<file path="src/rtl/portal_config.svh">
`ifndef PORTAL_CONFIG_SVH
`define PORTAL_CONFIG_SVH

// bus geometry
`define PORTAL_ADDR_W 13
`define PORTAL_DATA_W 32
`define PORTAL_ID_W 6
`define PORTAL_LEN_W 4   // beats = len + 1
`define PORTAL_OFS_W 5   // word offset within a page

// indication and request queues
`define PORTAL_QDEPTH 4
`define PORTAL_QCNT_W ($clog2(`PORTAL_QDEPTH + 1))

// fixed control page values
`define PORTAL_VERSION 1
`define PORTAL_COUNT 2
`define PORTAL_IND_ID 5
`define PORTAL_REQ_ID 6

`endif

</file>
<file path="src/rtl/portalPkg.sv">
`default_nettype none

`include "portal_config.svh"

package portalPkg;

  // address bit 12
  typedef enum logic {
    PORTAL_IND = 1'b0,
    PORTAL_REQ = 1'b1
  } portalSel_e;

  // control page when address bits 11..5 are zero
  typedef enum logic {
    SPACE_CTRL = 1'b0,
    SPACE_DATA = 1'b1
  } space_e;

  typedef enum logic [4:0] {
    CTRL_STATUS   = 5'h00,
    CTRL_INTEN    = 5'h04,
    CTRL_VERSION  = 5'h08,
    CTRL_COUNT    = 5'h0C,
    CTRL_PORTALID = 5'h10,
    CTRL_NPORTALS = 5'h14,
    CTRL_RSVD0    = 5'h18,
    CTRL_RSVD1    = 5'h1C
  } ctrlReg_e;

  typedef struct packed {
    logic [`PORTAL_DATA_W-1:0] data;
    logic [`PORTAL_ID_W-1:0]   id;
    logic                      last;
  } rdResp_t;

  typedef struct packed {
    logic [`PORTAL_OFS_W-1:0] offset;
    logic [`PORTAL_ID_W-1:0]  id;
    logic                     last;
    portalSel_e               portal;
    space_e                   space;
  } beat_t;

endpackage

`default_nettype wire

</file>
<file path="src/rtl/portalBeatIf.sv">
`timescale 1ns/1ps
`default_nettype none

// one decoded word access from sequencer to register file
interface portalBeatIf;

  logic             valid;
  logic             ready;
  portalPkg::beat_t beat;

  modport seq (
    output valid,
    output beat,
    input  ready
  );

  modport regs (
    input  valid,
    input  beat,
    output ready
  );

endinterface

`default_nettype wire

</file>
<file path="src/rtl/burstSequencer.sv">
`timescale 1ns/1ps
`default_nettype none

`include "portal_config.svh"

module burstSequencer (
  input  logic                      CLK,
  input  logic                      RST_N,
  input  logic                      addrValid,
  output logic                      addrReady,
  input  logic [`PORTAL_ADDR_W-1:0] addr,
  input  logic [`PORTAL_ID_W-1:0]   id,
  input  logic [`PORTAL_LEN_W-1:0]  len,
  portalBeatIf.seq                  beats
);

  localparam int OFS_W = `PORTAL_OFS_W;
  localparam int CNT_W = `PORTAL_LEN_W + 1;

  typedef enum logic {
    SEQ_IDLE,
    SEQ_BURST
  } seqState_e;

  seqState_e              state;
  logic [CNT_W-1:0]       beatsLeft;
  logic [OFS_W-1:0]       offset;
  logic [`PORTAL_ID_W-1:0] burstId;
  portalPkg::portalSel_e  portal;
  portalPkg::space_e      space;
  logic                   accept;
  logic                   advance;
  logic                   lastBeat;

  assign addrReady = state == SEQ_IDLE;  // one burst in flight
  assign accept    = addrValid && addrReady;
  assign advance   = beats.valid && beats.ready;
  assign lastBeat  = beatsLeft == CNT_W'(1);

  assign beats.valid = state == SEQ_BURST;
  assign beats.beat  = '{
    offset: offset,
    id:     burstId,
    last:   lastBeat,
    portal: portal,
    space:  space
  };

  always_ff @(posedge CLK) begin
    if (!RST_N) begin
      state     <= SEQ_IDLE;
      beatsLeft <= '0;
    end else if (accept) begin
      state     <= SEQ_BURST;
      beatsLeft <= {1'b0, len} + CNT_W'(1);
    end else if (advance) begin
      if (lastBeat) state <= SEQ_IDLE;  // ready again next cycle
      beatsLeft <= beatsLeft - CNT_W'(1);
    end
  end

  // burst fields decoded once per burst
  always_ff @(posedge CLK) begin
    if (accept) begin
      offset  <= addr[OFS_W-1:0];
      burstId <= id;
      portal  <= portalPkg::portalSel_e'(addr[`PORTAL_ADDR_W-1]);
      space   <= (addr[`PORTAL_ADDR_W-2:OFS_W] == '0) ? portalPkg::SPACE_CTRL
                                                       : portalPkg::SPACE_DATA;
    end else if (advance) begin
      offset <= offset + OFS_W'(4);  // wraps inside the page
    end
  end

endmodule

`default_nettype wire

</file>
<file path="src/rtl/portalRegisterFile.sv">
`timescale 1ns/1ps
`default_nettype none

`include "portal_config.svh"

module portalRegisterFile (
  input  logic                       CLK,
  input  logic                       RST_N,
  portalBeatIf.regs                  readBeats,
  portalBeatIf.regs                  writeBeats,
  input  logic [`PORTAL_DATA_W-1:0]  wData,
  input  logic                       wNotEmpty,
  output logic                       wPop,
  output portalPkg::rdResp_t         rResp,
  output logic                       rPush,
  input  logic                       rNotFull,
  output logic                       bPush,
  output logic [`PORTAL_ID_W-1:0]    bId,
  input  logic                       bNotFull,
  output logic                       reqPush,
  output logic [`PORTAL_DATA_W-1:0]  reqData,
  input  logic [`PORTAL_QCNT_W-1:0]  reqCount,
  input  logic                       reqNotFull,
  output logic                       indPop,
  input  logic [`PORTAL_DATA_W-1:0]  indData,
  input  logic [`PORTAL_QCNT_W-1:0]  indCount,
  input  logic                       indNotEmpty,
  output logic                       interrupt
);

  portalPkg::beat_t          rb;
  portalPkg::beat_t          wb;
  logic                      indEnable;
  logic                      reqEnable;
  logic                      rdInd;
  logic                      indDataPop;
  logic                      readFire;
  logic                      reqDataWrite;
  logic                      writeFire;
  logic [`PORTAL_DATA_W-1:0] ctrlValue;
  logic [`PORTAL_DATA_W-1:0] dataValue;

  assign rb = readBeats.beat;
  assign wb = writeBeats.beat;

  assign interrupt = indNotEmpty && indEnable;  // request portal has no source

  // read side
  assign rdInd      = rb.portal == portalPkg::PORTAL_IND;
  assign indDataPop = rdInd && rb.space == portalPkg::SPACE_DATA && rb.offset == '0;
  assign readBeats.ready = rNotFull && (!indDataPop || indNotEmpty);
  assign readFire   = readBeats.valid && readBeats.ready;
  assign rPush      = readFire;
  assign indPop     = readFire && indDataPop;

  always_comb begin
    ctrlValue = '0;
    case (portalPkg::ctrlReg_e'(rb.offset))
      portalPkg::CTRL_STATUS:   ctrlValue[0] = rdInd && indNotEmpty;
      portalPkg::CTRL_INTEN:    ctrlValue[0] = rdInd ? indEnable : reqEnable;
      portalPkg::CTRL_VERSION:  ctrlValue = `PORTAL_DATA_W'(`PORTAL_VERSION);
      portalPkg::CTRL_COUNT:    ctrlValue = rdInd ? `PORTAL_DATA_W'(indCount)
                                                  : `PORTAL_DATA_W'(reqCount);
      portalPkg::CTRL_PORTALID: ctrlValue = rdInd ? `PORTAL_DATA_W'(`PORTAL_IND_ID)
                                                  : `PORTAL_DATA_W'(`PORTAL_REQ_ID);
      portalPkg::CTRL_NPORTALS: ctrlValue = `PORTAL_DATA_W'(`PORTAL_COUNT);
      portalPkg::CTRL_RSVD0,
      portalPkg::CTRL_RSVD1:    ctrlValue = '0;
      default:                  ctrlValue = '0;  // unaligned offsets
    endcase
  end

  always_comb begin
    dataValue = '0;
    if (rdInd) begin
      if (rb.offset == `PORTAL_OFS_W'(0)) dataValue = indData;
      else if (rb.offset == `PORTAL_OFS_W'(4)) dataValue[0] = indNotEmpty;
    end else if (rb.offset == `PORTAL_OFS_W'(4)) begin
      dataValue[0] = reqNotFull;
    end
  end

  assign rResp = '{
    data: (rb.space == portalPkg::SPACE_CTRL) ? ctrlValue : dataValue,
    id:   rb.id,
    last: rb.last
  };

  // write side
  assign reqDataWrite = wb.portal == portalPkg::PORTAL_REQ && wb.space == portalPkg::SPACE_DATA;
  assign writeBeats.ready = wNotEmpty && (!reqDataWrite || reqNotFull) && (!wb.last || bNotFull);
  assign writeFire = writeBeats.valid && writeBeats.ready;
  assign wPop      = writeFire;
  assign reqPush   = writeFire && reqDataWrite;
  assign reqData   = wData;
  assign bPush     = writeFire && wb.last;  // one response per burst
  assign bId       = wb.id;

  always_ff @(posedge CLK) begin
    if (!RST_N) begin
      indEnable <= 1'b0;
      reqEnable <= 1'b0;
    end else if (writeFire && wb.space == portalPkg::SPACE_CTRL &&
                 portalPkg::ctrlReg_e'(wb.offset) == portalPkg::CTRL_INTEN) begin
      if (wb.portal == portalPkg::PORTAL_IND) indEnable <= wData[0];
      else reqEnable <= wData[0];
    end
  end

endmodule

`default_nettype wire

</file>
<file path="src/rtl/portalTop.sv">
`timescale 1ns/1ps
`default_nettype none

`include "portal_config.svh"

module portalTop (
  input  logic                      CLK,
  input  logic                      RST_N,
  input  logic [`PORTAL_ADDR_W-1:0] arAddr,
  input  logic [`PORTAL_ID_W-1:0]   arId,
  input  logic [`PORTAL_LEN_W-1:0]  arLen,
  input  logic                      arValid,
  output logic                      arReady,
  output logic [`PORTAL_DATA_W-1:0] rData,
  output logic [`PORTAL_ID_W-1:0]   rId,
  output logic                      rLast,
  output logic                      rValid,
  input  logic                      rReady,
  input  logic [`PORTAL_ADDR_W-1:0] awAddr,
  input  logic [`PORTAL_ID_W-1:0]   awId,
  input  logic [`PORTAL_LEN_W-1:0]  awLen,
  input  logic                      awValid,
  output logic                      awReady,
  input  logic [`PORTAL_DATA_W-1:0] wData,
  input  logic                      wValid,
  output logic                      wReady,
  output logic [`PORTAL_ID_W-1:0]   bId,
  output logic                      bValid,
  input  logic                      bReady,
  output logic [`PORTAL_DATA_W-1:0] reqData,
  output logic                      reqValid,
  input  logic                      reqReady,
  input  logic [`PORTAL_DATA_W-1:0] indData,
  input  logic                      indValid,
  output logic                      indReady,
  output logic                      interrupt
);

  localparam int RESP_DEPTH = 2;  // R, W and B skid queues

  portalPkg::rdResp_t        rResp;
  logic                      rPush;
  logic                      rNotFull;
  logic [`PORTAL_DATA_W-1:0] wHead;
  logic                      wNotEmpty;
  logic                      wPop;
  logic                      bPush;
  logic [`PORTAL_ID_W-1:0]   bPushId;
  logic                      bNotFull;
  logic                      reqPush;
  logic [`PORTAL_DATA_W-1:0] reqWord;
  logic [`PORTAL_QCNT_W-1:0] reqCount;
  logic                      reqNotFull;
  logic                      indPop;
  logic [`PORTAL_DATA_W-1:0] indHead;
  logic [`PORTAL_QCNT_W-1:0] indCount;
  logic                      indNotEmpty;

  portalBeatIf readBeatsIf ();
  portalBeatIf writeBeatsIf ();

  burstSequencer readSeq (
    .CLK(CLK), .RST_N(RST_N),
    .addrValid(arValid), .addrReady(arReady),
    .addr(arAddr), .id(arId), .len(arLen),
    .beats(readBeatsIf.seq)
  );

  burstSequencer writeSeq (
    .CLK(CLK), .RST_N(RST_N),
    .addrValid(awValid), .addrReady(awReady),
    .addr(awAddr), .id(awId), .len(awLen),
    .beats(writeBeatsIf.seq)
  );

  portalRegisterFile regs (
    .CLK(CLK), .RST_N(RST_N),
    .readBeats(readBeatsIf.regs), .writeBeats(writeBeatsIf.regs),
    .wData(wHead), .wNotEmpty(wNotEmpty), .wPop(wPop),
    .rResp(rResp), .rPush(rPush), .rNotFull(rNotFull),
    .bPush(bPush), .bId(bPushId), .bNotFull(bNotFull),
    .reqPush(reqPush), .reqData(reqWord), .reqCount(reqCount), .reqNotFull(reqNotFull),
    .indPop(indPop), .indData(indHead), .indCount(indCount), .indNotEmpty(indNotEmpty),
    .interrupt(interrupt)
  );

  syncFifo #(.WIDTH($bits(portalPkg::rdResp_t)), .DEPTH(RESP_DEPTH)) rQueue (
    .CLK(CLK), .RST_N(RST_N),
    .push(rPush), .pushData(rResp),
    .pop(rValid && rReady), .popData({rData, rId, rLast}),
    .notEmpty(rValid), .notFull(rNotFull), .count()
  );

  syncFifo #(.WIDTH(`PORTAL_DATA_W), .DEPTH(RESP_DEPTH)) wQueue (
    .CLK(CLK), .RST_N(RST_N),
    .push(wValid && wReady), .pushData(wData),
    .pop(wPop), .popData(wHead),
    .notEmpty(wNotEmpty), .notFull(wReady), .count()
  );

  syncFifo #(.WIDTH(`PORTAL_ID_W), .DEPTH(RESP_DEPTH)) bQueue (
    .CLK(CLK), .RST_N(RST_N),
    .push(bPush), .pushData(bPushId),
    .pop(bValid && bReady), .popData(bId),
    .notEmpty(bValid), .notFull(bNotFull), .count()
  );

  // request portal out to the user stream
  syncFifo #(.WIDTH(`PORTAL_DATA_W), .DEPTH(`PORTAL_QDEPTH)) reqQueue (
    .CLK(CLK), .RST_N(RST_N),
    .push(reqPush), .pushData(reqWord),
    .pop(reqValid && reqReady), .popData(reqData),
    .notEmpty(reqValid), .notFull(reqNotFull), .count(reqCount)
  );

  syncFifo #(.WIDTH(`PORTAL_DATA_W), .DEPTH(`PORTAL_QDEPTH)) indQueue (
    .CLK(CLK), .RST_N(RST_N),
    .push(indValid && indReady), .pushData(indData),
    .pop(indPop), .popData(indHead),
    .notEmpty(indNotEmpty), .notFull(indReady), .count(indCount)
  );

endmodule

`default_nettype wire

</file>
<file path="src/rtl/syncFifo.sv">
`timescale 1ns/1ps
`default_nettype none

module syncFifo #(
  parameter int WIDTH = 32,
  parameter int DEPTH = 2
) (
  input  logic                       CLK,
  input  logic                       RST_N,
  input  logic                       push,
  input  logic [WIDTH-1:0]           pushData,
  input  logic                       pop,
  output logic [WIDTH-1:0]           popData,
  output logic                       notEmpty,
  output logic                       notFull,
  output logic [$clog2(DEPTH+1)-1:0] count
);

  localparam int PTR_W = (DEPTH > 1) ? $clog2(DEPTH) : 1;
  localparam int CNT_W = $clog2(DEPTH + 1);

  logic [WIDTH-1:0] mem [DEPTH];
  logic [PTR_W-1:0] rdPtr;
  logic [PTR_W-1:0] wrPtr;
  logic             doPush;
  logic             doPop;

  function automatic logic [PTR_W-1:0] nextPtr(input logic [PTR_W-1:0] ptr);
    return (ptr == PTR_W'(DEPTH - 1)) ? '0 : ptr + PTR_W'(1);
  endfunction

  assign doPush   = push && notFull;  // guarded on both sides
  assign doPop    = pop && notEmpty;
  assign notEmpty = count != '0;
  assign notFull  = count != CNT_W'(DEPTH);
  assign popData  = mem[rdPtr];  // head of queue

  always_ff @(posedge CLK) begin
    if (!RST_N) begin
      rdPtr <= '0;
      wrPtr <= '0;
      count <= '0;
    end else begin
      if (doPush) wrPtr <= nextPtr(wrPtr);
      if (doPop) rdPtr <= nextPtr(rdPtr);
      if (doPush && !doPop) count <= count + CNT_W'(1);
      else if (doPop && !doPush) count <= count - CNT_W'(1);
    end
  end

  always_ff @(posedge CLK) begin
    if (doPush) mem[wrPtr] <= pushData;
  end

endmodule

`default_nettype wire

</file>
<file path="config.mk">
export PLATFORM = sky130hd
export DESIGN_NAME = portalTop
export DESIGN_NICKNAME = d
export VERILOG_FILES = /design/src/rtl/portalPkg.sv /design/src/rtl/portalBeatIf.sv /design/src/rtl/burstSequencer.sv /design/src/rtl/portalRegisterFile.sv /design/src/rtl/portalTop.sv /design/src/rtl/syncFifo.sv
export VERILOG_INCLUDE_DIRS = /design/src /design/src/rtl
export SDC_FILE = /design/constraint.sdc
export NUM_CORES = 1
export LEC_CHECK = 0
export BUFFER_PORTS_ARGS = -buffer_cell sky130_fd_sc_hd__buf_2
export CAP_MARGIN = 20
export CORE_ASPECT_RATIO = 1.4
export CORE_UTILIZATION = 58
export CTS_CLUSTER_DIAMETER = 40
export DETAILED_ROUTE_END_ITERATION = 8
export MAX_ROUTING_LAYER = met4
export PLACE_DENSITY = 0.87
export SYNTH_ARGS = -nofsm -noshare
export SYNTH_HDL_FRONTEND = slang
export SYNTH_SLANG_ARGS = --single-unit
</file>
<file path="constraint.sdc">
create_clock -name CLK -period 3.59 [get_ports CLK]
set_clock_uncertainty 0.1 [all_clocks]
set_input_delay 0.359 -clock CLK [delete_from_list [all_inputs] [get_ports CLK]]
set_output_delay 0.359 -clock CLK [all_outputs]
set_load 0.03 [all_outputs]
</file>
Word-level counts from Yosys, hierarchy flattened
Memories as Yosys holds them, arrays and structs flattened. A register that Yosys moved wholly into a read port is not among the register bits.
Index checks and enable logic that the tools add are counted.
Word-level totals
  flip-flop bits (word level): 66
  latch bits: 0
  RAM bits: 410
  memory bits (read-only): 0
  bits of input ports: 119
  output and inout bits: 85
  memories: 5
Operators by class
  add/subtract/negate cells: 26
  multipliers: 0
  div/mod/pow operators: 0
  magnitude comparators: 0
  equal/unequal tests: 17
  shift operators: 0
  muxes and demuxes: 68
  bitwise operators: 5
  reduce and logical (&&, ||, !) cells: 79
Memory list
  indQueue.mem: words 4, bits a word 32, rd ports 1, clocked after memory_dff 1, write ports 1, RTL line syncFifo.sv:22  | logic [WIDTH-1:0] mem [DEPTH];
  reqQueue.mem: words 4, bits a word 32, rd ports 1, clocked after memory_dff 1, write ports 1, RTL line syncFifo.sv:22
  rQueue.mem: words 2, bits a word 39, rd ports 1, clocked after memory_dff 1, write ports 1, RTL line syncFifo.sv:22
  wQueue.mem: words 2, bits a word 32, rd ports 1, clocked after memory_dff 1, write ports 1, RTL line syncFifo.sv:22
  bQueue.mem: words 2, bits a word 6, rd ports 1, clocked after memory_dff 1, write ports 1, RTL line syncFifo.sv:22
Operators by type and width (count)
  $pmux 31 s3: 1
  $mux 31: 2
  $logic_and 1x1->1: 42
  $mux 5: 8
  $mux 1: 35
  $mux 32: 1
  $mux 2: 15
  $reduce_bool 2->1: 12
  $mux 3: 5
  $add 2x1->2 const B: 7
  $logic_not 7->1: 2
  $logic_not 1->1: 13
  $add 4x1->5 const B: 2
  $add 5x3->5 const B: 2
  $eq 5x1->1 const B: 2
  $eq 5x3->1 const B: 2
  $eq 5x4->1 const B: 2
  $eq 5x5->1 const B: 2
  $sub 5x1->5 const B: 2
  $eq 2x2->1 const B: 4
  $reduce_and 2->1: 4
  $add 1x1->1 const B: 6
  $add 3x1->3 const B: 2
  $ne 2x2->1 const B: 3
  8 further kinds: 19

Logic depth before layout (Yosys ltp)
Gate-level depths: netlist of the first run.
  word-level depth: 12
  gate-level depth with buffers: 11
  depth with buffers taken out: 11

Cells and area by module
A second synthesis of the first run with hierarchy kept.
Second synthesis, totals
  cells, all modules: 1027
  area total of the unflattened synthesis: 19143.4 um^2
Modules (own cells, without submodules)
  syncFifo at indQueue ...: times used 2, cells an instance 218, area each 5094.9 um^2, seq. area each 4023.9 um^2
  syncFifo at rQueue: times used 1, cells an instance 145, area each 3049.2 um^2, seq. area each 2442.3 um^2
  syncFifo at wQueue: times used 1, cells an instance 124, area each 2551.2 um^2, seq. area each 2021.9 um^2
  burstSequencer: times used 2, cells an instance 72, area each 865.8 um^2, seq. area each 510.5 um^2
  portalRegisterFile: times used 1, cells an instance 130, area each 915.9 um^2, seq. area each 40.0 um^2
  syncFifo at bQueue: times used 1, cells an instance 43, area each 674.4 um^2, seq. area each 460.4 um^2
  portalTop: times used 1, cells an instance 5, area each 31.3 um^2, seq. area each 0.0 um^2

Worst setup path before layout of the first run
Ideal clock, no wire load.
  path type: reg-to-reg
  from: reg wQueue.count[0]
  to: mem wQueue.mem[0][0] (enable)
  arrival time: 2.235 ns
  path slack: 0.834 ns
  cell stages (with the launch flop): 4
  cells stage by stage: dfxtp_1 -> nand2b_1 -> nand2_1 -> nor2_1
Between the ends
  word-level cells in the longest chain between the ends: 5
RTL lines
  start, declared: RTL line syncFifo.sv:16  | output logic [$clog2(DEPTH+1)-1:0] count
  start signal, assigned: RTL line syncFifo.sv:46  | if (doPush && !doPop) count <= count + CNT_W'(1);
  start signal, assigned: RTL line syncFifo.sv:47  | else if (doPop && !doPush) count <= count - CNT_W'(1);
  $ne 2x2->1 *: RTL line syncFifo.sv:35  | assign notFull = count != CNT_W'(DEPTH);
  named net wReady: RTL line portalTop.sv:26  | output logic wReady,
  $logic_and 1x1->1: RTL line portalTop.sv:96  | .push(wValid && wReady), .pushData(wData),
  $logic_and 1x1->1 *: RTL line syncFifo.sv:32  | assign doPush = push && notFull;
  $mux 1 *: RTL line syncFifo.sv:52  | if (doPush) mem[wrPtr] <= pushData;
  $mux 1 (not written as such) *: RTL line syncFifo.sv:52
  end, declared: RTL line syncFifo.sv:22
The timed path passes the listed nets; every way through them passes the cells marked *.

Final worst setup path of the first run
  from: reg readSeq.offset[2]
  to: reg indQueue.count[2]
Between the ends
  word-level cells in the longest chain between the ends: 11
  elaborated cells between the ends (all ways): 13
  those cells by class: 1 x mux; 12 x reduce/logical
RTL lines
  start, declared: RTL line burstSequencer.sv:27  | logic [OFS_W-1:0] offset;
  start signal, assigned: RTL line burstSequencer.sv:65  | offset <= addr[OFS_W-1:0];
  start signal, assigned: RTL line burstSequencer.sv:71  | offset <= offset + OFS_W'(4);
  $logic_not 5->1 *: RTL line portalRegisterFile.sv:50  | assign indDataPop = rdInd && rb.space == portalPkg::SPACE_DATA && rb.offset == '0;
  $logic_and 1x1->1 *: RTL line portalRegisterFile.sv:50
  $logic_not 1->1: RTL line portalRegisterFile.sv:51  | assign readBeats.ready = rNotFull && (!indDataPop || indNotEmpty);
  $logic_or 1x1->1: RTL line portalRegisterFile.sv:51
  $logic_and 1x1->1: RTL line portalRegisterFile.sv:51
  $logic_and 1x1->1: RTL line portalRegisterFile.sv:52  | assign readFire = readBeats.valid && readBeats.ready;
  $logic_and 1x1->1 *: RTL line portalRegisterFile.sv:54  | assign indPop = readFire && indDataPop;
  $logic_and 1x1->1 *: RTL line syncFifo.sv:33  | assign doPop = pop && notEmpty;
  $logic_not 1->1: RTL line syncFifo.sv:46
  $logic_and 1x1->1: RTL line syncFifo.sv:46
  $mux 3 / $reduce_bool 2->1 (equally long branches)
  end signal, assigned: RTL line syncFifo.sv:46
  end signal, assigned: RTL line syncFifo.sv:47
  end, declared: RTL line syncFifo.sv:16
Mark *: on every way between the ends. The rest lies on a longest branch, timed or not.
A chain may end at the register's enable or synchronous reset.

==> impl_table.tex, run 1 <==
\begin{tabular}{lr}
\hline
Metric & Value \\
\hline
\multicolumn{2}{l}{\textbf{Run status}} \\
Outcome & complete, no violations \\
\multicolumn{2}{l}{\textbf{Routing}} \\
Routed WL & 39.8 mm \\
Wire length per cell & 22.9 µm \\
DR iter-0 viols & 846 \\
Initial DRT Pass Iterations & 5 \\
Remaining antenna violation count after routing & 0 \\
Routed via count divided by cell count & 5.93 \\
Total vias in the final route & 10300 \\
Post-route DRC violation count & 0 \\
\multicolumn{2}{l}{\textbf{Synth}} \\
Area share of the largest cell type after synthesis & 69.8\% \\
Count of flip-flops with a built-in enable after synthesis & 436 \\
Async SR Flop Fraction & 0\% \\
Cells after Synth & 994 \\
Most used flip-flop cell after synthesis & sky130\_fd\_sc\_hd\_\_edfxtp\_1 \\
Post-synthesis mux area share & 12.9\% \\
Synthesized flop and latch total & 483 \\
Adder-cell share of the synthesized area & 2.01\% \\
Number of nets in the synthesized netlist & 1142 \\
Syn. warnings & 0 \\
Sequential cell area fraction in the yosys report & 74.8\% \\
Syn Area/Cell & 18.9 µm² \\
Share of the synthesized netlist area taken by xor and xnor gates & 0.887\% \\
Dominant cells by area after synthesis & sky130\_fd\_sc\_hd\_\_edfxtp\_1 (70\%), sky130\_fd\_sc\_hd\_\_mux4\_2 (7.7\%), sky130\_fd\_sc\_hd\_\_dfxtp\_1 (5.0\%) \\
Netlist Area Pre-Place & 18800 µm² \\
Synth area leader & sky130\_fd\_sc\_hd\_\_edfxtp\_1 \\
Dominant combinational cell family by area after synthesis & multiplexers \\
Number of distinct library cell variants in the gate-level netlist after synthesis & 65 \\
Compound-gate portion of the synthesized area & 2.40\% \\
Simple-gate share of the synthesized area & 5.46\% \\
\multicolumn{2}{l}{\textbf{Global routing}} \\
GRT busiest layer & met2 \\
First-pass GRT wire length & 60.6 mm \\
Maximum number of pins on one net before global-route repair & 40 \\
Met2 track demand over resource in global routing & 45.5\% \\
GRT Overall Usage & 25.1\% \\
Met1 track utilization from global routing & 25.7\% \\
Global Route met3 Usage & 5.32\% \\
Via count of the first global-routing pass & 11200 \\
Overflow after GRT & 0 \\
Number of antenna violations at the first check in global routing & 1 \\
\multicolumn{2}{l}{\textbf{STA}} \\
Count of final setup violators & 0 \\
Final max-slew violation count & 0 \\
Final-report hold violation count & 0 \\
Tightest Pin Transition & 1.07 ns \\
Slew Limit Headroom & 27.8\% \\
Final-layout worst hold slack & 0.0586 ns \\
Final worst-path cycle share & 80.9\% \\
Final total negative setup slack & 0 ns \\
Unrepaired setup endpoints after global routing & false \\
Timing-limited maximum frequency & 0.344 GHz \\
Time the worst path needs with I/O delays and setup & 2.90 ns \\
\multicolumn{2}{l}{\textbf{Worst setup path}} \\
Slack of the worst reg-to-reg path & 0.69 ns \\
Critical Path Source Type & register \\
Data required time at the worst endpoint & 3.98 ns \\
Critical path peak fanout & 33 \\
End of the worst register-to-register path & indQueue.count[2]\$\_SDFFE\_PN0P\_ \\
Kind of end point of the critical path & register \\
CP Capture Point & indQueue.count[2]\$\_SDFFE\_PN0P\_ \\
Startpoint of the worst register-to-register path & readSeq.offset[2]\$\_DFFE\_PP\_ \\
Cell count of the worst reg-to-reg path & 11 \\
Critical path type & register to register \\
Origin of the worst setup path & readSeq.offset[2]\$\_DFFE\_PP\_ \\
Arrival time worst endpoint & 3.30 ns \\
\multicolumn{2}{l}{\textbf{Floorplan}} \\
I/O pin count & 204 \\
Die height & 215 µm \\
Die W & 154 µm \\
Core footprint & 31700 µm² \\
Initial core utilization & 59.2\% \\
Die area & 33100 µm² \\
Number of cell rows & 77 \\
\multicolumn{2}{l}{\textbf{CTS}} \\
Skew-Pair Late Insertion Delay & 0.58 ns \\
Post-CTS setup repair buffer count & 0 \\
Clock Pin Slew Worst Setup and Hold Paths & 0.06 ns \\
Number of buffers created by CTS & 46 \\
Bufs on Longest Clock Path & 3 \\
Root buffer cell & sky130\_fd\_sc\_hd\_\_clkbuf\_16 \\
H-Tree Level Count & 2 \\
TritonCTS sink count & 483 \\
CTS tree & yes \\
\multicolumn{2}{l}{\textbf{Power and ir drop}} \\
Total power divided by cell area & 660 nW/µm² \\
Worst IR Drop VDD & 0.000618 V \\
Leakage power & 8.05 nW \\
\multicolumn{2}{l}{\textbf{Placement}} \\
Count of buffers inserted at the top-level ports & 203 \\
Routability-driven placement congestion ratio & 0.856 \\
Post-DP HPWL & 23.5 mm \\
\multicolumn{2}{l}{\textbf{Worst hold path}} \\
Type of the most critical hold path & input port to register \\
\multicolumn{2}{l}{\textbf{Final layout}} \\
Area growth from synthesis to layout & 20.7\% \\
Layout cell share with drive strength beyond 1 & 34.2\% \\
Number of nets at the end of the flow & 1457 \\
\multicolumn{2}{l}{\textbf{Run}} \\
Max-cap violations & 0 \\
\hline
\end{tabular}
==> critical path, cell delays in order, from the launching register on <==
cell and delay (ns):
sky130_fd_sc_hd__edfxtp_1 0.43, sky130_fd_sc_hd__inv_1 0.12, sky130_fd_sc_hd__ha_1 0.30, sky130_fd_sc_hd__and3b_4 0.52
sky130_fd_sc_hd__and2_1 0.25, sky130_fd_sc_hd__nand3_1 0.09, sky130_fd_sc_hd__ha_1 0.24, sky130_fd_sc_hd__inv_1 0.07
sky130_fd_sc_hd__fa_1 0.17, sky130_fd_sc_hd__xor2_1 0.07, sky130_fd_sc_hd__or3_1 0.31, sky130_fd_sc_hd__a21oi_1 0.15
==> layout by cell type, fill, tap and decap left out, types with 4 or more instances in the layout <==
master / count
sky130_fd_sc_hd__dlygate4sd3_1: 95
sky130_fd_sc_hd__or3_1: 12
sky130_fd_sc_hd__mux2_2: 79
sky130_fd_sc_hd__buf_2: 203
sky130_fd_sc_hd__o21ai_0: 20
sky130_fd_sc_hd__nor3_1: 6
sky130_fd_sc_hd__and3_1: 29
sky130_fd_sc_hd__buf_4: 9
sky130_fd_sc_hd__mux4_2: 64
sky130_fd_sc_hd__edfxtp_1: 436
sky130_fd_sc_hd__dfxtp_1: 44
sky130_fd_sc_hd__nor2_1: 23
sky130_fd_sc_hd__xor2_1: 16
sky130_fd_sc_hd__mux2i_1: 8
sky130_fd_sc_hd__and3_2: 7
sky130_fd_sc_hd__clkbuf_16: 46
sky130_fd_sc_hd__inv_6: 4
sky130_fd_sc_hd__nand2b_1: 4
sky130_fd_sc_hd__a21oi_1: 21
sky130_fd_sc_hd__clkbuf_1: 15
sky130_fd_sc_hd__nor4_1: 6
sky130_fd_sc_hd__ha_1: 27
sky130_fd_sc_hd__nand2_1: 35
sky130_fd_sc_hd__clkinv_1: 5
sky130_fd_sc_hd__nand3_1: 9
sky130_fd_sc_hd__and2_1: 9
sky130_fd_sc_hd__inv_1: 24
sky130_fd_sc_hd__a31oi_1: 4
sky130_fd_sc_hd__nand4_1: 4
sky130_fd_sc_hd__and2_2: 4
sky130_fd_sc_hd__clkinv_2: 6
==> synthesized netlist by cell type, types with 2 or more instances <==
cell                        number
sky130_fd_sc_hd__nand4_1         4
sky130_fd_sc_hd__nand2b_1        4
sky130_fd_sc_hd__nand3_1         9
sky130_fd_sc_hd__a311oi_1        2
sky130_fd_sc_hd__o31a_1          2
sky130_fd_sc_hd__o41ai_1         2
sky130_fd_sc_hd__buf_6           3
sky130_fd_sc_hd__and2_1         13
sky130_fd_sc_hd__mux2_2         79
sky130_fd_sc_hd__nand2_1        35
sky130_fd_sc_hd__nand4b_1        2
sky130_fd_sc_hd__nand3_2         2
sky130_fd_sc_hd__mux4_2         64
sky130_fd_sc_hd__a21oi_1        21
sky130_fd_sc_hd__a2111oi_2       2
sky130_fd_sc_hd__nor4_1          6
sky130_fd_sc_hd__fa_1            2
sky130_fd_sc_hd__inv_1          25
sky130_fd_sc_hd__or3_1          12
sky130_fd_sc_hd__buf_1           7
sky130_fd_sc_hd__nor3_1          6
sky130_fd_sc_hd__a211oi_1        3
sky130_fd_sc_hd__a31oi_1         4
sky130_fd_sc_hd__or2_2           2
sky130_fd_sc_hd__ha_1           27
sky130_fd_sc_hd__and4_2          2
sky130_fd_sc_hd__edfxtp_1      436
sky130_fd_sc_hd__or4_1           2
sky130_fd_sc_hd__o211ai_1        2
sky130_fd_sc_hd__and3_1         35
sky130_fd_sc_hd__o21ai_0        20
sky130_fd_sc_hd__clkbuf_1       21
sky130_fd_sc_hd__buf_2          11
sky130_fd_sc_hd__mux2i_1         8
sky130_fd_sc_hd__xor2_1         16
sky130_fd_sc_hd__xnor2_1         3
sky130_fd_sc_hd__dfxtp_1        47
sky130_fd_sc_hd__nor2_1         24
sky130_fd_sc_hd__nor2b_1         3
==> flip-flops by register name, summed over array words and instances (netlist names), 6 cells and up, named ones only <==
| register | cells |
|---|---|
| writeSeq.burstId | 6 |
| rQueue.mem | 78 |
| reqQueue.mem | 128 |
| indQueue.mem | 128 |
| wQueue.mem | 64 |
| readSeq.burstId | 6 |
| bQueue.mem | 12 |
==> per-stage QoR <==
stage               cell area, µm²  setup WS [ns]  instances  utilization (%)  total power [mW]
global route                 22600          0.466       1742             71.4              15.4
global placement             20200          0.860       1561             63.8              10.0
floorplan                    18800          0.834        994                -              9.27
detailed placement           20200          0.716       1561             63.8              10.2
CTS                          22600          0.660       1741             71.4              15.0
finish                       22600          0.686       1742             71.4              14.9
==> metal layers <==
metal  part of all wire, %  wire length, µm  vias up
met4                   3.7             1460        0
met1                    35            14000     5235
met5                     0                0        -
met2                    54            21600      429
li1                      -                -     4568
met3                   6.9             2750      100
==> layout make-up <==
cell class / count / area [µm²]
inverter: 27 / 101
antenna: 1 / 2.50
tap: 395 / 494
timing repair buffer: 309 / 2070
fill: 1798 / 9060
clock inverter: 23 / 259
multi-input combinational: 442 / 4450
sequential: 483 / 14000
clock buffer: 62 / 1220
==> power breakdown <==
group | total [mW] | internal, mW | switching (mW) | leakage (nW)
combinational | 3.01 | 1.15 | 1.86 | 2.93
sequential | 7.18 | 6.83 | 0.349 | 4.40
clock | 4.75 | 2.66 | 2.09 | 0.720
total | 14.9 | 10.6 | 4.30 | 8.05
==> worst min path at each step <==
stage / from / end / slack, ns / depth (start not counted)
global route: arAddr[10] / readSeq.space$_DFFE_PP_ / 0.03 / 3
finish: arAddr[4] / readSeq.offset[4]$_DFFE_PP_ / 0.06 / 3
detailed placement: writeSeq.burstId[5]$_DFFE_PP_ / bQueue.mem[1][5]$_DFFE_PP_ / 0.33 / 0
global placement: writeSeq.burstId[0]$_DFFE_PP_ / bQueue.mem[0][0]$_DFFE_PP_ / 0.33 / 0
floorplan: writeSeq.burstId[0]$_DFFE_PP_ / bQueue.mem[0][0]$_DFFE_PP_ / 0.32 / 0
CTS: arAddr[11] / readSeq.space$_DFFE_PP_ / 0.002 / 3
==> logic make-up after synthesis <==
group	count (synthesis)
flip-flops	483
adder cells (fa/ha/maj)	29
buffers and inverters	69
XOR/XNOR	19
AO/OA/AOI/OAI	68
AND/OR/NAND/NOR	175
multiplexers	151
==> what timing repair did <==
action                    4_1_cts  5_1_grt
hold endpoints to repair      222        0
resized for setup               0        0
hold buffers                   95        0
(Power assumes the default switching activity.)
==> run 2: changes to the inputs <==
clock period = 3 ns   (was 3.59 ns; I/O delays follow)
==> impl_table.tex, run 2 (synthesized netlist as in run 1, its figures left out) <==
\begin{tabular}{lr}
\hline
Metric & Value \\
\hline
\multicolumn{2}{l}{\textbf{Floorplan}} \\
Number of cell rows & 77 \\
I/O pin count & 204 \\
Die area & 33100 µm² \\
Core footprint & 31700 µm² \\
Die W & 154 µm \\
Initial core utilization & 59.2\% \\
Die height & 215 µm \\
\multicolumn{2}{l}{\textbf{STA}} \\
Final total negative setup slack & 0 ns \\
Final max-slew violation count & 0 \\
Timing-limited maximum frequency & 0.366 GHz \\
Post-route worst setup slack & 0.269 ns \\
Final-layout worst hold slack & 0.0338 ns \\
Tightest Pin Transition & 1.00 ns \\
Slew Limit Headroom & 32.3\% \\
Final-report hold violation count & 0 \\
Unrepaired setup endpoints after global routing & false \\
Time the worst path needs with I/O delays and setup & 2.73 ns \\
Final worst-path cycle share & 91.0\% \\
Count of final setup violators & 0 \\
\multicolumn{2}{l}{\textbf{CTS}} \\
Number of buffers created by CTS & 47 \\
Skew-Pair Late Insertion Delay & 0.56 ns \\
TritonCTS sink count & 483 \\
CTS tree & yes \\
Number of instances resized during post-cts repair & 0 \\
Bufs on Longest Clock Path & 3 \\
Root buffer cell & sky130\_fd\_sc\_hd\_\_clkbuf\_16 \\
H-Tree Level Count & 2 \\
Post-CTS setup repair buffer count & 0 \\
Clock Pin Slew Worst Setup and Hold Paths & 0.06 ns \\
\multicolumn{2}{l}{\textbf{Worst setup path}} \\
Largest stage delay, worst path & 0.44 ns \\
Most repeated library cell on the critical path & sky130\_fd\_sc\_hd\_\_ha\_1 \\
Critical path peak fanout & 20 \\
Bufs and invs on worst path & 3 \\
Critical Path Source Type & register \\
CP delay by family, top & simple AND/OR/NAND/NOR gates \\
Kind of end point of the critical path & register \\
Cells traversed along the worst timing path & inv\_1 > ha\_1 > and3b\_4 > buf\_4 > nand3\_2 > nand2\_1 > inv\_2 > ha\_1 > or3\_1 > a21oi\_1 \\
Standard cell with the maximum stage delay on the critical path & sky130\_fd\_sc\_hd\_\_edfxtp\_1 \\
Critical path type & register to register \\
Arrival time worst endpoint & 3.11 ns \\
Data required time at the worst endpoint & 3.38 ns \\
\multicolumn{2}{l}{\textbf{Placement}} \\
Routability-driven placement congestion ratio & 0.849 \\
Count of buffers inserted at the top-level ports & 203 \\
Post-DP HPWL & 23.2 mm \\
Cell area after placement & 20300 µm² \\
Pre-CTS worst setup slack & 0.296 ns \\
Placed cell count & 1569 \\
\multicolumn{2}{l}{\textbf{Final layout}} \\
Most common cell after layout, fill and taps aside & sky130\_fd\_sc\_hd\_\_edfxtp\_1 \\
Area growth from synthesis to layout & 22.0\% \\
Final core area utilization & 72.2\% \\
Layout cell share with drive strength beyond 1 & 35.3\% \\
Top Registers & indQueue.mem: 128 flops, reqQueue.mem: 128 flops, rQueue.mem: 78 flops \\
Most frequent cells in the layout & sky130\_fd\_sc\_hd\_\_edfxtp\_1 (436), sky130\_fd\_sc\_hd\_\_buf\_2 (203), sky130\_fd\_sc\_hd\_\_dlygate4sd3\_1 (100) \\
Count of non-filler cells in the finished layout & 1758 \\
Number of nets at the end of the flow & 1471 \\
Number of filler cells placed in the layout & 1768 \\
Area of all placed cells without fillers & 22900 µm² \\
\multicolumn{2}{l}{\textbf{Routing}} \\
Routed WL & 39.7 mm \\
DR iter-0 viols & 733 \\
Routed via count divided by cell count & 5.84 \\
Initial DRT Pass Iterations & 5 \\
Remaining antenna violation count after routing & 0 \\
Total vias in the final route & 10300 \\
Wire length per cell & 22.6 µm \\
Post-route DRC violation count & 0 \\
\multicolumn{2}{l}{\textbf{Global routing}} \\
First-pass GRT wire length & 61.1 mm \\
Maximum number of pins on one net before global-route repair & 40 \\
Number of antenna violations at the first check in global routing & 2 \\
Overflow after GRT & 0 \\
Via count of the first global-routing pass & 11200 \\
GRT Overall Usage & 25.4\% \\
\multicolumn{2}{l}{\textbf{Power and ir drop}} \\
Worst IR Drop VDD & 0.000721 V \\
Leakage power & 8.16 nW \\
Total power divided by cell area & 793 nW/µm² \\
Post-layout total power & 18.2 mW \\
\multicolumn{2}{l}{\textbf{Run}} \\
Max-cap violations & 0 \\
\multicolumn{2}{l}{\textbf{Run status}} \\
Outcome & complete, no violations \\
\multicolumn{2}{l}{\textbf{Worst hold path}} \\
Type of the most critical hold path & input port to register \\
\hline
\end{tabular}
-- run 2: cell types whose count changed in the layout (fill, tap and decap cells not counted), moves of 2 or more --
cell                            before  now
sky130_fd_sc_hd__clkbuf_1           15    5
sky130_fd_sc_hd__buf_12              2    5
sky130_fd_sc_hd__bufinv_16           3    5
sky130_fd_sc_hd__clkinvlp_4          1    3
sky130_fd_sc_hd__inv_6               4    7
sky130_fd_sc_hd__dlygate4sd3_1      95  100
sky130_fd_sc_hd__buf_4               9   14
sky130_fd_sc_hd__inv_16              2    0
sky130_fd_sc_hd__inv_8               0    2
sky130_fd_sc_hd__clkinv_2            6    9
-- run 2: cell type report --
class / instances / area (µm²) / area share, %
multi-input cells: 442 / 4450 / 19.4
inverters: 27 / 101 / 0.443
clock inverters: 35 / 379 / 1.66
repair buffers: 322 / 2220 / 9.71
well taps: 395 / 494 / 2.16
clock buffers: 52 / 1190 / 5.22
diodes: 2 / 5.00 / 0.0219
flip-flops and latches: 483 / 14000 / 61.3
-- run 2: worst paths after layout --
path         slack, ns                      endpoint  depth (start not counted)                          start
min reg2reg       0.35    bQueue.mem[1][3]$_DFFE_PP_                          0  writeSeq.burstId[3]$_DFFE_PP_
max               0.27  rQueue.count[1]$_SDFFE_PN0P_                         10    readSeq.offset[2]$_DFFE_PP_
min               0.03   readSeq.offset[2]$_DFFE_PP_                          3                      arAddr[2]
max reg2reg       0.27  rQueue.count[1]$_SDFFE_PN0P_                         10    readSeq.offset[2]$_DFFE_PP_
-- run 2: worst min-delay path, cell delays in order --
cell and delay [ns]:
sky130_fd_sc_hd__buf_2 0.10, sky130_fd_sc_hd__nor2_1 0.05, sky130_fd_sc_hd__a21oi_1 0.11
-- run 2: per-layer routing --
metal	share of wire, %	vias to the layer above	global-route usage [%]
li1	-	4594	-
met1	35	5108	26.2
met2	54	435	45.8
met3	6.4	124	4.78
met4	4.3	0	12.5
met5	0	-	-
-- run 2: timing repair --
item / in CTS / in global routing
hold endpoints to repair: 226 / 0
hold buffers: 100 / 0
setup endpoints to repair: 0 / 0
-- run 2: power by group --
part	switching, mW	leakage, nW	internal (mW)
sequential	0.335	4.40	8.17
clock	2.56	0.766	3.38
combinational	2.30	3.00	1.41
==> run 3: changes to the inputs <==
SYNTH_HIERARCHICAL = 1   (was not set)
==> impl_table.tex, run 3 <==
\begin{tabular}{lr}
\hline
Metric & Value \\
\hline
\multicolumn{2}{l}{\textbf{STA}} \\
Tightest Pin Transition & 0.892 ns \\
Time the worst path needs with I/O delays and setup & 2.91 ns \\
Final worst-path cycle share & 96.9\% \\
Final total negative setup slack & 0 ns \\
Timing-limited maximum frequency & 0.344 GHz \\
Slew Limit Headroom & 40.5\% \\
Final max-slew violation count & 0 \\
Final-layout worst hold slack & 0.0428 ns \\
Count of final setup violators & 0 \\
Final-report hold violation count & 0 \\
\multicolumn{2}{l}{\textbf{Synth}} \\
Cells after Synth & 1027 \\
Dominant cells by area after synthesis & sky130\_fd\_sc\_hd\_\_edfxtp\_1 (68\%), sky130\_fd\_sc\_hd\_\_mux4\_2 (7.5\%), sky130\_fd\_sc\_hd\_\_dfxtp\_1 (4.9\%) \\
Share of the synthesized netlist area taken by xor and xnor gates & 1.05\% \\
Async SR Flop Fraction & 0\% \\
Most numerous cell in the Yosys netlist & sky130\_fd\_sc\_hd\_\_edfxtp\_1 \\
Synthesized flop and latch total & 483 \\
Synth area leader & sky130\_fd\_sc\_hd\_\_edfxtp\_1 \\
Number of distinct library cell variants in the gate-level netlist after synthesis & 60 \\
Syn Area/Cell & 18.6 µm² \\
Sequential cell area fraction in the yosys report & 73.3\% \\
Most frequent cells after synthesis & sky130\_fd\_sc\_hd\_\_edfxtp\_1 (436), sky130\_fd\_sc\_hd\_\_mux2\_2 (75), sky130\_fd\_sc\_hd\_\_mux4\_2 (64), sky130\_fd\_sc\_hd\_\_buf\_4 (62), sky130\_fd\_sc\_hd\_\_and2\_1 (53) \\
Post-synthesis mux area share & 12.5\% \\
Number of nets in the synthesized netlist & 1171 \\
Adder-cell share of the synthesized area & 1.71\% \\
Count of flip-flops with a built-in enable after synthesis & 436 \\
Dominant combinational cell family by area after synthesis & multiplexers \\
Most used flip-flop cell after synthesis & sky130\_fd\_sc\_hd\_\_edfxtp\_1 \\
Area share of the largest cell type after synthesis & 68.4\% \\
Simple-gate share of the synthesized area & 5.51\% \\
Netlist Area Pre-Place & 19100 µm² \\
Compound-gate portion of the synthesized area & 2.54\% \\
Syn. warnings & 6 \\
\multicolumn{2}{l}{\textbf{Final layout}} \\
Area of all placed cells without fillers & 23000 µm² \\
Number of filler cells placed in the layout & 1909 \\
Top Registers & indQueue/mem: 128 flops, reqQueue/mem: 128 flops, rQueue/mem: 78 flops \\
Most frequent cells in the layout & sky130\_fd\_sc\_hd\_\_edfxtp\_1 (436), sky130\_fd\_sc\_hd\_\_buf\_2 (203), sky130\_fd\_sc\_hd\_\_dlygate4sd3\_1 (96) \\
Most common cell after layout, fill and taps aside & sky130\_fd\_sc\_hd\_\_edfxtp\_1 \\
Area taken by multi-input logic gates & 4480 µm² \\
Area growth from synthesis to layout & 20.0\% \\
Layout cell share with drive strength beyond 1 & 35.9\% \\
Number of nets at the end of the flow & 1462 \\
Final core area utilization & 70.9\% \\
Antenna Cells & 0 \\
Area taken by flip-flops and latches & 14000 µm² \\
\multicolumn{2}{l}{\textbf{Worst setup path}} \\
Critical path type & register to register \\
End of the worst register-to-register path & reqQueue/count[2]\$\_SDFFE\_PN0P\_ \\
Most repeated library cell on the critical path & sky130\_fd\_sc\_hd\_\_inv\_1 \\
Slack of the worst reg-to-reg path & 0.09 ns \\
Startpoint of the worst register-to-register path & writeSeq/beatsLeft[1]\$\_SDFFE\_PN0P\_ \\
Arrival time worst endpoint & 3.29 ns \\
Kind of end point of the critical path & register \\
CP Capture Point & reqQueue/count[2]\$\_SDFFE\_PN0P\_ \\
Largest stage delay, worst path & 0.41 ns \\
CP delay by family, top & simple AND/OR/NAND/NOR gates \\
Critical Path Source Type & register \\
Depth of the critical timing path with buffers and inverters included & 13 \\
Bufs and invs on worst path & 2 \\
Cells traversed along the worst timing path & inv\_1 > ha\_1 > nor4b\_2 > nand2b\_1 > o2111ai\_2 > nor2\_2 > and2\_4 > ha\_2 > inv\_1 > fa\_1 > xor2\_1 > or3\_2 > a21boi\_1 \\
Origin of the worst setup path & writeSeq/beatsLeft[1]\$\_SDFFE\_PN0P\_ \\
Data required time at the worst endpoint & 3.38 ns \\
Cell count of the worst reg-to-reg path & 13 \\
Standard cell with the maximum stage delay on the critical path & sky130\_fd\_sc\_hd\_\_or3\_2 \\
Critical path peak fanout & 3 \\
\multicolumn{2}{l}{\textbf{Placement}} \\
Post-DP HPWL & 22.7 mm \\
Count of buffers inserted at the top-level ports & 203 \\
Routability-driven placement congestion ratio & 0.841 \\
Cell area after placement & 20400 µm² \\
\multicolumn{2}{l}{\textbf{Global routing}} \\
First-pass GRT wire length & 60.3 mm \\
Number of antenna violations at the first check in global routing & 0 \\
Overflow after GRT & 0 \\
GRT Overall Usage & 25.0\% \\
Maximum number of pins on one net before global-route repair & 55 \\
Via count of the first global-routing pass & 11000 \\
\multicolumn{2}{l}{\textbf{Worst hold path}} \\
Type of the most critical hold path & input port to register \\
\multicolumn{2}{l}{\textbf{Floorplan}} \\
Die area & 33700 µm² \\
Initial core utilization & 59.1\% \\
Die W & 156 µm \\
Die height & 217 µm \\
Number of cell rows & 78 \\
I/O pin count & 204 \\
Core footprint & 32400 µm² \\
\multicolumn{2}{l}{\textbf{CTS}} \\
Skew-Pair Late Insertion Delay & 0.55 ns \\
Root buffer cell & sky130\_fd\_sc\_hd\_\_clkbuf\_16 \\
TritonCTS sink count & 483 \\
Clock Pin Slew Worst Setup and Hold Paths & 0.07 ns \\
Bufs on Longest Clock Path & 3 \\
CTS tree & yes \\
H-Tree Level Count & 2 \\
Number of buffers created by CTS & 46 \\
\multicolumn{2}{l}{\textbf{Routing}} \\
Routed WL & 40.5 mm \\
Total vias in the final route & 10200 \\
Routed via count divided by cell count & 5.69 \\
Wire length per cell & 22.6 µm \\
Post-route DRC violation count & 0 \\
DR iter-0 viols & 737 \\
Initial DRT Pass Iterations & 7 \\
Remaining antenna violation count after routing & 0 \\
\multicolumn{2}{l}{\textbf{Run status}} \\
Outcome & complete, no violations \\
\multicolumn{2}{l}{\textbf{Power and ir drop}} \\
Post-layout total power & 18.0 mW \\
Total power divided by cell area & 782 nW/µm² \\
Leakage power & 8.10 nW \\
Worst IR Drop VDD & 0.000724 V \\
\multicolumn{2}{l}{\textbf{Run}} \\
Max-cap violations & 0 \\
\hline
\end{tabular}
[run 3: changes by cell type in the layout (fill, tap and decap cells not counted), moves of 9 or more]
cell / change
sky130_fd_sc_hd__or3_1: -9
sky130_fd_sc_hd__and3_1: -27
sky130_fd_sc_hd__xnor2_1: +13
sky130_fd_sc_hd__nor2_1: -11
sky130_fd_sc_hd__xor2_1: -9
sky130_fd_sc_hd__a21oi_1: -16
sky130_fd_sc_hd__buf_4: +11
sky130_fd_sc_hd__and2_1: +44
[run 3: logic make-up after synthesis]
kind of cell	after synthesis
muxes	149
adders and majority gates	25
and+or+nand+nor	170
AOI/OAI and AO/OA	72
buffers and inverters	105
xor gates and xnor gates	23
DFF	483
[run 3: final cells by class]
class,count,area share (%)
clock buffer,54,5.24
clock inverter,31,1.63
timing repair buffer,328,9.77
multi-input combinational,439,19.5
inverter,20,0.327
tap,440,2.40
sequential,483,61.1
[run 3: worst min path at each step]
stage / start / to / slack (ns) / cells after the start
CTS: arLen[3] / readSeq/beatsLeft[4]$_SDFFE_PN0P_ / 0.009 / 4
global route: arLen[2] / readSeq/beatsLeft[4]$_SDFFE_PN0P_ / 0.04 / 4
global placement: readSeq/burstId[5]$_DFFE_PP_ / rQueue/mem[1][6]$_DFFE_PP_ / 0.32 / 0
floorplan: indData[0] / indQueue/mem[0][0]$_DFFE_PP_ / 0.30 / 0
finish: arLen[3] / readSeq/beatsLeft[4]$_SDFFE_PN0P_ / 0.04 / 4
detailed placement: readSeq/burstId[3]$_DFFE_PP_ / rQueue/mem[0][4]$_DFFE_PP_ / 0.33 / 0
[run 3: power by group]
| part | switching, mW | total, mW | internal [mW] |
|---|---|---|---|
| sequential | 0.412 | 8.82 | 8.41 |
| combinational | 1.94 | 3.20 | 1.26 |
| clock | 2.51 | 5.95 | 3.44 |
| total | 4.86 | 18.0 | 13.1 |
[run 3: through the flow]
step / std cells / worst slack [ns]
2_1_floorplan: 1027 / 0.0578
3_3_place_gp: 1612 / 0.204
3_5_place_dp: 1612 / 0.0349
4_1_cts: 1793 / 0.0172
5_1_grt: 1795 / -0.0115
6_report: 1795 / 0.0932
[run 3: metal layers]
layer | vias up | share of wire [%] | track usage (%)
met5 | - | 0 | -
met4 | 0 | 3.5 | 11.0
met3 | 92 | 6.3 | 4.76
met2 | 427 | 55 | 45.3
met1 | 5159 | 35 | 26.2
li1 | 4543 | - | -
[run 3: repair_timing]
| item | CTS | global route |
|---|---|---|
| setup buffers | 0 | 2 |
| hold endpoints to repair | 220 | 0 |
| endpoints found under the setup margin | 0 | 2 |
| hold buffers | 96 | 0 |
| gates resized for setup | 0 | 7 |
[run 3: worst min-delay path, cell delays in order]
cell and delay (ns):
sky130_fd_sc_hd__buf_2 0.10, sky130_fd_sc_hd__nand4_1 0.08, sky130_fd_sc_hd__nor2_1 0.09, sky130_fd_sc_hd__a31o_1 0.09
